--- config.mk ---
export PLATFORM = sky130hd
export DESIGN_NAME = exeUnit
export DESIGN_NICKNAME = d
export VERILOG_FILES = /design/src/design/exePkg.sv /design/src/design/aluCore.sv /design/src/design/mulDivCtrl.sv /design/src/design/iterCounter.sv /design/src/design/seqMul.sv /design/src/design/seqDiv.sv /design/src/design/hiloReg.sv /design/src/design/exeUnit.sv
export SDC_FILE = /design/constraint.sdc
export NUM_CORES = 2
export LEC_CHECK = 0
export BUFFER_PORTS_ARGS = -buffer_cell sky130_fd_sc_hd__buf_2
export CORE_MARGIN = 4
export CORE_UTILIZATION = 30
export DETAILED_ROUTE_END_ITERATION = 6
export SYNTH_ARGS = -nofsm -noshare
export SYNTH_HDL_FRONTEND = slang
export SYNTH_HIERARCHICAL = 1
export SYNTH_SLANG_ARGS = --single-unit
--- constraint.sdc ---
create_clock -name clk_i -period 8.35 [get_ports clk_i]
set_input_delay 0.4175 -clock clk_i [delete_from_list [all_inputs] [get_ports clk_i]]
set_output_delay 0.4175 -clock clk_i [all_outputs]
set_load 0.03 [all_outputs]
--- src/design/exePkg.sv ---
package exePkg;

    localparam int DataWidth  = 32;
    localparam int ProdWidth  = 64;   // HI/LO pair
    localparam int IterCount  = 32;
    localparam int CountWidth = 5;

    // execute opcodes with codes above OpMflo undefined
    typedef enum logic [4:0] {
        OpNop   = 5'd0,   // passes A
        OpAnd,
        OpOr,
        OpNor,
        OpXor,
        OpAdd,
        OpAddu,
        OpSub,
        OpSubu,
        OpSlt,
        OpSltu,
        OpSllv,
        OpSrlv,
        OpSrav,
        OpSll,
        OpSrl,
        OpSra,
        OpLui,
        OpMult,
        OpMultu,
        OpDiv,
        OpDivu,
        OpMthi,
        OpMtlo,
        OpMfhi,
        OpMflo
    } aluOp_e;

    // multiply/divide controller
    typedef enum logic [1:0] {
        MdIdle,
        MdMul,
        MdDiv,
        MdDone
    } mdState_e;

endpackage

--- src/design/aluCore.sv ---
`timescale 1ns/1ps

module aluCore (
    input  exePkg::aluOp_e               opCode_i,
    input  logic [exePkg::DataWidth-1:0] srcA_i,
    input  logic [exePkg::DataWidth-1:0] srcB_i,
    input  logic [4:0]                   sa_i,
    input  logic [exePkg::DataWidth-1:0] hi_i,
    input  logic [exePkg::DataWidth-1:0] lo_i,
    output logic [exePkg::DataWidth-1:0] result_o,
    output logic                         overflow_o
);

    logic [exePkg::DataWidth-1:0] sum;
    logic [exePkg::DataWidth-1:0] diff;
    logic                         signA;
    logic                         signB;
    logic                         addOvf;
    logic                         subOvf;

    assign sum   = srcA_i + srcB_i;
    assign diff  = srcA_i - srcB_i;
    assign signA = srcA_i[exePkg::DataWidth-1];
    assign signB = srcB_i[exePkg::DataWidth-1];

    // same signs in, different sign out
    assign addOvf = (signA == signB) && (sum[exePkg::DataWidth-1] != signA);
    // signs differ and result follows B
    assign subOvf = (signA != signB) && (diff[exePkg::DataWidth-1] == signB);

    always_comb begin
        result_o   = '0;
        overflow_o = 1'b0;
        case (opCode_i)
            exePkg::OpNop:   result_o = srcA_i;
            exePkg::OpAnd:   result_o = srcA_i & srcB_i;
            exePkg::OpOr:    result_o = srcA_i | srcB_i;
            exePkg::OpNor:   result_o = ~(srcA_i | srcB_i);
            exePkg::OpXor:   result_o = srcA_i ^ srcB_i;

            exePkg::OpAdd: begin
                result_o   = sum;
                overflow_o = addOvf;
            end
            exePkg::OpAddu:  result_o = sum;   // never flags
            exePkg::OpSub: begin
                result_o   = diff;
                overflow_o = subOvf;
            end
            exePkg::OpSubu:  result_o = diff;

            exePkg::OpSlt:   result_o[0] = $signed(srcA_i) < $signed(srcB_i);
            exePkg::OpSltu:  result_o[0] = srcA_i < srcB_i;

            // variable shifts take the amount from A
            exePkg::OpSllv:  result_o = srcB_i << srcA_i[4:0];
            exePkg::OpSrlv:  result_o = srcB_i >> srcA_i[4:0];
            exePkg::OpSrav:  result_o = $signed(srcB_i) >>> srcA_i[4:0];
            exePkg::OpSll:   result_o = srcB_i << sa_i;
            exePkg::OpSrl:   result_o = srcB_i >> sa_i;
            exePkg::OpSra:   result_o = $signed(srcB_i) >>> sa_i;

            exePkg::OpLui:   result_o = {srcB_i[15:0], 16'h0000};

            // iterative ops report through the controller
            exePkg::OpMult,
            exePkg::OpMultu,
            exePkg::OpDiv,
            exePkg::OpDivu:  result_o = '0;

            exePkg::OpMthi,
            exePkg::OpMtlo:  result_o = srcA_i;   // echo written word
            exePkg::OpMfhi:  result_o = hi_i;
            exePkg::OpMflo:  result_o = lo_i;

            default:         result_o = '0;
        endcase
    end

endmodule

--- src/design/mulDivCtrl.sv ---
`timescale 1ns/1ps

module mulDivCtrl (
    input  logic           clk_i,
    input  logic           rstN_i,
    input  logic           flush_i,
    input  logic           start_i,
    input  exePkg::aluOp_e opCode_i,
    input  logic           last_i,
    input  logic           accept_i,
    output logic           mulLoad_o,
    output logic           divLoad_o,
    output logic           signed_o,
    output logic           step_o,
    output logic           cntClear_o,
    output logic           busy_o,
    output logic           done_o
);

    exePkg::mdState_e state_q;
    exePkg::mdState_e stateNext;
    logic             isMul;
    logic             isDiv;
    logic             launch;

    assign isMul  = (opCode_i == exePkg::OpMult) || (opCode_i == exePkg::OpMultu);
    assign isDiv  = (opCode_i == exePkg::OpDiv) || (opCode_i == exePkg::OpDivu);
    assign launch = start_i && (state_q == exePkg::MdIdle);

    always_comb begin
        stateNext = state_q;
        case (state_q)
            exePkg::MdIdle: begin
                if (launch && isMul) stateNext = exePkg::MdMul;
                else if (launch && isDiv) stateNext = exePkg::MdDiv;
            end
            exePkg::MdMul,
            exePkg::MdDiv:  if (last_i) stateNext = exePkg::MdDone;
            exePkg::MdDone: if (accept_i) stateNext = exePkg::MdIdle;   // waits on output
            default:        stateNext = exePkg::MdIdle;
        endcase
        if (flush_i) stateNext = exePkg::MdIdle;
    end

    always_ff @(posedge clk_i) begin
        if (!rstN_i) state_q <= exePkg::MdIdle;
        else state_q <= stateNext;
    end

    // operands are only there on the accepting edge
    assign mulLoad_o  = launch && isMul;
    assign divLoad_o  = launch && isDiv;
    assign cntClear_o = launch && (isMul || isDiv);
    assign signed_o   = (opCode_i == exePkg::OpMult) || (opCode_i == exePkg::OpDiv);

    assign step_o = (state_q == exePkg::MdMul) || (state_q == exePkg::MdDiv);
    assign busy_o = state_q != exePkg::MdIdle;
    assign done_o = state_q == exePkg::MdDone;

endmodule

--- src/design/iterCounter.sv ---
`timescale 1ns/1ps

module iterCounter (
    input  logic clk_i,
    input  logic rstN_i,
    input  logic clear_i,
    input  logic step_i,
    output logic last_o
);

    logic [exePkg::CountWidth-1:0] count_q;

    always_ff @(posedge clk_i) begin
        if (!rstN_i) begin
            count_q <= '0;
        end else if (clear_i) begin
            count_q <= '0;
        end else if (step_i) begin
            count_q <= count_q + 1'b1;   // wraps after the final step
        end
    end

    // high during the final step, not after it
    assign last_o = step_i && (count_q == exePkg::CountWidth'(exePkg::IterCount - 1));

endmodule

--- src/design/seqMul.sv ---
`timescale 1ns/1ps

module seqMul (
    input  logic                         clk_i,
    input  logic                         load_i,
    input  logic                         step_i,
    input  logic                         signed_i,
    input  logic [exePkg::DataWidth-1:0] srcA_i,
    input  logic [exePkg::DataWidth-1:0] srcB_i,
    output logic [exePkg::ProdWidth-1:0] product_o
);

    logic [exePkg::ProdWidth-1:0] mcand_q;
    logic [exePkg::DataWidth-1:0] mplier_q;
    logic [exePkg::ProdWidth-1:0] acc_q;
    logic                         negRes_q;
    logic                         signA;
    logic                         signB;
    logic [exePkg::DataWidth-1:0] magA;
    logic [exePkg::DataWidth-1:0] magB;

    assign signA = signed_i && srcA_i[exePkg::DataWidth-1];
    assign signB = signed_i && srcB_i[exePkg::DataWidth-1];
    assign magA  = signA ? -srcA_i : srcA_i;   // 0x80000000 stays as its own magnitude
    assign magB  = signB ? -srcB_i : srcB_i;

    always_ff @(posedge clk_i) begin
        if (load_i) begin
            mcand_q  <= {{(exePkg::ProdWidth - exePkg::DataWidth){1'b0}}, magA};
            mplier_q <= magB;
            acc_q    <= '0;
            negRes_q <= signA ^ signB;
        end else if (step_i) begin
            // one multiplier bit per step
            if (mplier_q[0]) begin
                acc_q <= acc_q + mcand_q;
            end
            mcand_q  <= mcand_q << 1;
            mplier_q <= mplier_q >> 1;
        end
    end

    assign product_o = negRes_q ? -acc_q : acc_q;

endmodule

--- src/design/seqDiv.sv ---
`timescale 1ns/1ps

module seqDiv (
    input  logic                         clk_i,
    input  logic                         load_i,
    input  logic                         step_i,
    input  logic                         signed_i,
    input  logic [exePkg::DataWidth-1:0] srcA_i,
    input  logic [exePkg::DataWidth-1:0] srcB_i,
    output logic [exePkg::ProdWidth-1:0] quotRem_o
);

    logic [exePkg::DataWidth-1:0] rem_q;
    logic [exePkg::DataWidth-1:0] quot_q;     // dividend shifts out as quotient shifts in
    logic [exePkg::DataWidth-1:0] divisor_q;
    logic                         negQ_q;
    logic                         negR_q;
    logic                         divZero_q;
    logic                         signA;
    logic                         signB;
    logic [exePkg::DataWidth-1:0] magA;
    logic [exePkg::DataWidth-1:0] magB;
    logic [exePkg::DataWidth:0]   shifted;
    logic [exePkg::DataWidth+1:0] trial;
    logic [exePkg::DataWidth-1:0] quotient;
    logic [exePkg::DataWidth-1:0] remainder;

    assign signA = signed_i && srcA_i[exePkg::DataWidth-1];
    assign signB = signed_i && srcB_i[exePkg::DataWidth-1];
    assign magA  = signA ? -srcA_i : srcA_i;
    assign magB  = signB ? -srcB_i : srcB_i;

    assign shifted = {rem_q, quot_q[exePkg::DataWidth-1]};
    assign trial   = {1'b0, shifted} - {2'b00, divisor_q};

    always_ff @(posedge clk_i) begin
        if (load_i) begin
            rem_q     <= '0;
            quot_q    <= magA;
            divisor_q <= magB;
            negQ_q    <= signA ^ signB;
            negR_q    <= signA;                  // remainder follows dividend
            divZero_q <= srcB_i == '0;
        end else if (step_i) begin
            if (!trial[exePkg::DataWidth+1]) begin
                rem_q  <= trial[exePkg::DataWidth-1:0];
                quot_q <= {quot_q[exePkg::DataWidth-2:0], 1'b1};
            end else begin
                rem_q  <= shifted[exePkg::DataWidth-1:0];   // restore
                quot_q <= {quot_q[exePkg::DataWidth-2:0], 1'b0};
            end
        end
    end

    // zero divisor leaves |A| in rem_q, so the sign fix gives back A
    assign quotient  = divZero_q ? '1 : (negQ_q ? -quot_q : quot_q);
    assign remainder = negR_q ? -rem_q : rem_q;
    assign quotRem_o = {remainder, quotient};

endmodule

--- src/design/hiloReg.sv ---
`timescale 1ns/1ps

module hiloReg (
    input  logic                         clk_i,
    input  logic                         rstN_i,
    input  logic                         wrPair_i,
    input  logic [exePkg::ProdWidth-1:0] pair_i,
    input  logic                         wrHi_i,
    input  logic                         wrLo_i,
    input  logic [exePkg::DataWidth-1:0] word_i,
    output logic [exePkg::DataWidth-1:0] hi_o,
    output logic [exePkg::DataWidth-1:0] lo_o
);

    logic [exePkg::DataWidth-1:0] hi_q;
    logic [exePkg::DataWidth-1:0] lo_q;

    always_ff @(posedge clk_i) begin
        if (!rstN_i) begin
            hi_q <= '0;
            lo_q <= '0;
        end else if (wrPair_i) begin
            // mul/div result beats a half write
            hi_q <= pair_i[exePkg::ProdWidth-1:exePkg::DataWidth];
            lo_q <= pair_i[exePkg::DataWidth-1:0];
        end else begin
            if (wrHi_i) hi_q <= word_i;
            if (wrLo_i) lo_q <= word_i;
        end
    end

    assign hi_o = hi_q;
    assign lo_o = lo_q;

endmodule

--- src/design/exeUnit.sv ---
`timescale 1ns/1ps

module exeUnit (
    input  logic                         clk_i,
    input  logic                         rstN_i,
    input  logic                         flush_i,
    input  logic                         opValid_i,
    output logic                         opReady_o,
    input  exePkg::aluOp_e               opCode_i,
    input  logic [exePkg::DataWidth-1:0] srcA_i,
    input  logic [exePkg::DataWidth-1:0] srcB_i,
    input  logic [4:0]                   sa_i,
    output logic                         resValid_o,
    input  logic                         resReady_i,
    output logic [exePkg::DataWidth-1:0] result_o,
    output logic                         overflow_o
);

    logic [exePkg::DataWidth-1:0] aluResult;
    logic [exePkg::DataWidth-1:0] hi;
    logic [exePkg::DataWidth-1:0] lo;
    logic [exePkg::ProdWidth-1:0] product;
    logic [exePkg::ProdWidth-1:0] quotRem;
    logic [exePkg::ProdWidth-1:0] mdResult;
    logic [exePkg::DataWidth-1:0] result_q;
    logic                         aluOvf;
    logic                         outFree;
    logic                         accept;
    logic                         isMd;
    logic                         aluFire;
    logic                         mdWrite;
    logic                         mulLoad;
    logic                         divLoad;
    logic                         mdSigned;
    logic                         step;
    logic                         cntClear;
    logic                         busy;
    logic                         done;
    logic                         last;
    logic                         mdIsDiv_q;
    logic                         resValid_q;
    logic                         overflow_q;

    assign outFree   = !resValid_q || resReady_i;   // empty or draining now
    assign opReady_o = !busy && outFree;
    assign accept    = opValid_i && opReady_o;
    assign isMd      = opCode_i inside {exePkg::OpMult, exePkg::OpMultu,
                                        exePkg::OpDiv, exePkg::OpDivu};
    assign aluFire   = accept && !isMd && !flush_i;
    assign mdWrite   = done && outFree && !flush_i;
    assign mdResult  = mdIsDiv_q ? quotRem : product;

    always_ff @(posedge clk_i) begin
        if (!rstN_i) mdIsDiv_q <= 1'b0;
        else if (accept && isMd) mdIsDiv_q <= opCode_i inside {exePkg::OpDiv, exePkg::OpDivu};
    end

    always_ff @(posedge clk_i) begin
        if (!rstN_i || flush_i) resValid_q <= 1'b0;
        else if (aluFire || mdWrite) resValid_q <= 1'b1;
        else if (resReady_i) resValid_q <= 1'b0;
    end

    always_ff @(posedge clk_i) begin
        if (aluFire) begin
            result_q   <= aluResult;
            overflow_q <= aluOvf;
        end else if (mdWrite) begin
            result_q   <= mdResult[exePkg::DataWidth-1:0];   // LO
            overflow_q <= 1'b0;
        end
    end

    assign resValid_o = resValid_q;
    assign result_o   = result_q;
    assign overflow_o = overflow_q;

    aluCore aluCore_i (.opCode_i(opCode_i), .srcA_i(srcA_i), .srcB_i(srcB_i), .sa_i(sa_i),
        .hi_i(hi), .lo_i(lo), .result_o(aluResult), .overflow_o(aluOvf));

    mulDivCtrl mulDivCtrl_i (.clk_i(clk_i), .rstN_i(rstN_i), .flush_i(flush_i),
        .start_i(accept), .opCode_i(opCode_i), .last_i(last), .accept_i(mdWrite),
        .mulLoad_o(mulLoad), .divLoad_o(divLoad), .signed_o(mdSigned), .step_o(step),
        .cntClear_o(cntClear), .busy_o(busy), .done_o(done));

    iterCounter iterCounter_i (.clk_i(clk_i), .rstN_i(rstN_i), .clear_i(cntClear),
        .step_i(step), .last_o(last));

    seqMul seqMul_i (.clk_i(clk_i), .load_i(mulLoad), .step_i(step && !mdIsDiv_q),
        .signed_i(mdSigned), .srcA_i(srcA_i), .srcB_i(srcB_i), .product_o(product));

    seqDiv seqDiv_i (.clk_i(clk_i), .load_i(divLoad), .step_i(step && mdIsDiv_q),
        .signed_i(mdSigned), .srcA_i(srcA_i), .srcB_i(srcB_i), .quotRem_o(quotRem));

    hiloReg hiloReg_i (.clk_i(clk_i), .rstN_i(rstN_i), .wrPair_i(mdWrite), .pair_i(mdResult),
        .wrHi_i(aluFire && (opCode_i == exePkg::OpMthi)),
        .wrLo_i(aluFire && (opCode_i == exePkg::OpMtlo)),
        .word_i(srcA_i), .hi_o(hi), .lo_o(lo));

endmodule

==> results by group <==
Hold path
  • Hold path endpoint: resValid_o$_SDFFE_PP0P_
  • Hold path start: flush_i
  • Worst Hold Class: in -> reg
  • Cells on Worst Hold Path: 3

GRT
  • Vias in the first global route: 37740
  • First-pass GRT wire length: 265100 um
  • Initial antenna violation count: 14
  • Gr usage total: 25.02%
  • Pin count of the biggest net entering global routing: 137
  • Total grt overflow: 0

Synthesis
  • Synth warnings: 6
  • Cells after Synth: 4971
  • Top cells by count, synth: nor2_1 (505), nand2_1 (449), a21oi_1 (434)
  • Sequential cell area fraction in the yosys report: 22.35%
  • Cell taking the most area after synthesis: edfxtp_1
  • Top FF cell, synth: dfxtp_1
  • Post-synth ARST share: 0%
  • Most common cell in the netlist: nor2_1
  • #FFs+latches synth: 366
  • Unique masters post-synth: 107
  • Syn_nets: 5260
  • Largest cells by area after synthesis: edfxtp_1 (12%), dfxtp_1 (10%), ha_1 (6.4%)
  • Area share of the largest cell type after synthesis: 12.33%
  • Avg Cell Area, Syn: 8.083 um^2
  • Mapped Area: 40180 um^2
  • EDFF count, synth: 165

Routing
  • Routed WL per cell: 27.75 um
  • Total Wirelength: 185100 um
  • Pre-Repair DR Iteration Count: 7
  • Drt first-iter violations: 5433
  • Via density: 6.121
  • Via count: 40830
  • Antenna-violating nets left: 0
  • # DRC: 23

Clock tree
  • CTS max path bufs: 3
  • CTS Root Cell: clkbuf_16
  • Clock buffer count from CTS: 47
  • Skew-Pair Late Insertion Delay: 0.66 ns
  • CTS Hold Bufs: 0
  • Post-CTS setup buffer count: 0
  • Sink Count: 366
  • CTS tree: yes
  • H-tree depth: 2
  • CTS resizes: 0
  • Clock slew at reported path FFs: 0.06 ns

Floorplan
  • Row cnt: 134
  • Boundary pin count: 114
  • Die X: 374.0 um
  • Die area: 139800 um^2
  • Die span in y: 374.0 um
  • Area of the core: 133300 um^2
  • Starting density of the core: 30.14%

STA
  • Setup_tns: 0 ns
  • Relative slew slack: 0.8550%
  • Unrepaired setup endpoints after global routing: no
  • Clock skew: 0.07202 ns
  • Post-layout worst setup margin: 3.401 ns
  • Achievable frequency: 202.1 MHz
  • Actual slew at the worst max-slew pin: 1.450 ns
  • Tcrit/Tclk final: 59.27%
  • Max Slew Vio Count: 0
  • # setup viols final: 0
  • Final Hold Fails: 0
  • Final min period: 4.949 ns

Setup path
  • Worst Reg-to-Reg Cells: 13
  • Cell chain of the critical path: or3_1 > or4_4 > or3_1 > or2_4 > or4_4 > or3_1 > or3_1 > or3_1 > o21ai_0 > xnor2_1 > mux2_2 > nand2b_1 > o211a_1
  • Worst Setup End Kind: register
  • CP Max Fanout: 7
  • RR Endpoint: hiloReg_i/hi_o[25]$_SDFFE_PN0P_
  • CP Data Arrival Time: 5.51 ns
  • FF-to-FF Start: seqMul_i/acc_q[2]$_SDFFE_PP0P_
  • R2R Setup Slk: 3.40 ns
  • Req. time, crit path: 8.91 ns
  • Most used cell, CP: or3_1
  • Crit-path slowest cell: or3_1
  • CP max stage delay: 0.60 ns
  • Crit start category: register
  • Worst Path Class, Setup: reg -> reg

Power
  • Maximum vdd drop: 0.1621 mV
  • Pwr per Cell Area: 197.6 nW/um^2
  • LEAKAGE: 0.01747 uW

Outcome
  • Failing checks: design-rule violations, max-capacitance violations
  • Status: finished, violations left

Placed design
  • Detailed Place HPWL: 135700 um
  • Pre-CTS WS: 3.142 ns
  • Port bufs: 113
  • GPL Wtd Cong: 1.030

Layout
  • Share of cells above drive strength 1: 12.72%
  • Synthesis-to-layout area growth: 8.679%
  • Post-layout net count: 5141

Job
  • Max cap viols: 1
==> registers in the layout (all words and copies together) (netlist names) <==
register / cells
resValid_o: 1
overflow_o: 1
hiloReg_i/lo_o: 32
iterCounter_i/count_q: 5
seqDiv_i/quot_q: 32
seqDiv_i/divZero_q: 1
seqDiv_i/divisor_q: 32
seqDiv_i/rem_q: 32
seqDiv_i/negR_q: 1
seqMul_i/negRes_q: 1
seqDiv_i/negQ_q: 1
mulDivCtrl_i/state_q: 2
seqMul_i/mcand_q: 64
mdIsDiv_q: 1
seqMul_i/acc_q: 64
hiloReg_i/hi_o: 32
result_o: 32
seqMul_i/mplier_q: 32
==> cell families after synthesis <==
group | synth area share [%]
mux | 14.32
buf+inv | 6.160
xor+xnor | 6.888
flops | 22.35
fa+ha+maj | 6.614
compound gates | 25.23
simple gates | 18.44
==> placed cells by master, fill, tap and decap left out, drive strengths merged, types with 70 or more instances in the layout <==
cell and count:
buf 205, mux2i 158, mux2 181, a21o 70, o21ai 307, a21oi 434, inv 200, mux4 80
edfxtp 165, ha 206, o31ai 74, dfxtp 201, nand3 70, nand2 449, nor3 102, nand2b 80
xnor2 199, nor2 507, xor2 117
==> worst max-delay path by stage <==
stage                                          from                               to  slack, ns  depth (start not counted)
3_5_place_dp                              srcA_i[0]            result_o[0]$_DFFE_PP_       3.14                         14
4_1_cts              seqMul_i/acc_q[2]$_SDFFE_PP0P_  hiloReg_i/hi_o[25]$_SDFFE_PN0P_       3.41                         13
2_1_floorplan  mulDivCtrl_i/state_q[0]$_SDFFE_PP0P_     seqDiv_i/quot_q[0]$_DFFE_PP_       2.82                         11
5_1_grt              seqMul_i/acc_q[2]$_SDFFE_PP0P_  hiloReg_i/hi_o[25]$_SDFFE_PN0P_       3.22                         13
3_3_place_gp                              srcA_i[0]            result_o[0]$_DFFE_PP_       3.20                         14
6_report             seqMul_i/acc_q[2]$_SDFFE_PP0P_  hiloReg_i/hi_o[25]$_SDFFE_PN0P_       3.40                         13
==> worst max-delay path, delay by kind of cell, from the launching register on <==
family,cells,cell delay [ns]
simple gates,9,3.64
mux,1,0.26
xor+xnor,1,0.11
flops,1,0.37
compound gates,2,0.46
==> where the power goes <==
part | leakage [uW] | internal, uW | switching, uW
clock | 0.000783 | 1230 | 925
combinational | 0.0135 | 1480 | 2410
sequential | 0.00317 | 2160 | 413
==> final cells by class <==
cell class	count	area, um^2
diodes	13	32.53
multi-input cells	4030	28800
flip-flops and latches	366	8980
clock inverters	26	275.3
repair buffers	205	1279
inverters	202	758.2
fillers	14220	89620
clock buffers	61	1333
well taps	1768	2212
==> through the flow <==
step                total power, uW  instances  utilization (%)  cell area [um^2]  hold WS (ns)
global route                   9053       6664            32.75             43650        0.1282
finish                         8629       6671            32.76             43670        0.1179
CTS                            8562       6658            32.74             43630       0.08301
detailed placement             6373       6571            31.53             42030        0.4904
floorplan                      5125       4971                -             40180        0.4552
global placement               6358       6571            31.53             42030        0.4750
==> metal layers <==
metal,track usage (%),part of all wire (%)
met3,5.012,10
met4,14.08,6.3
met2,36.71,42
met1,34.14,42
met5,0,0.0059
(Power assumes the default switching activity.)
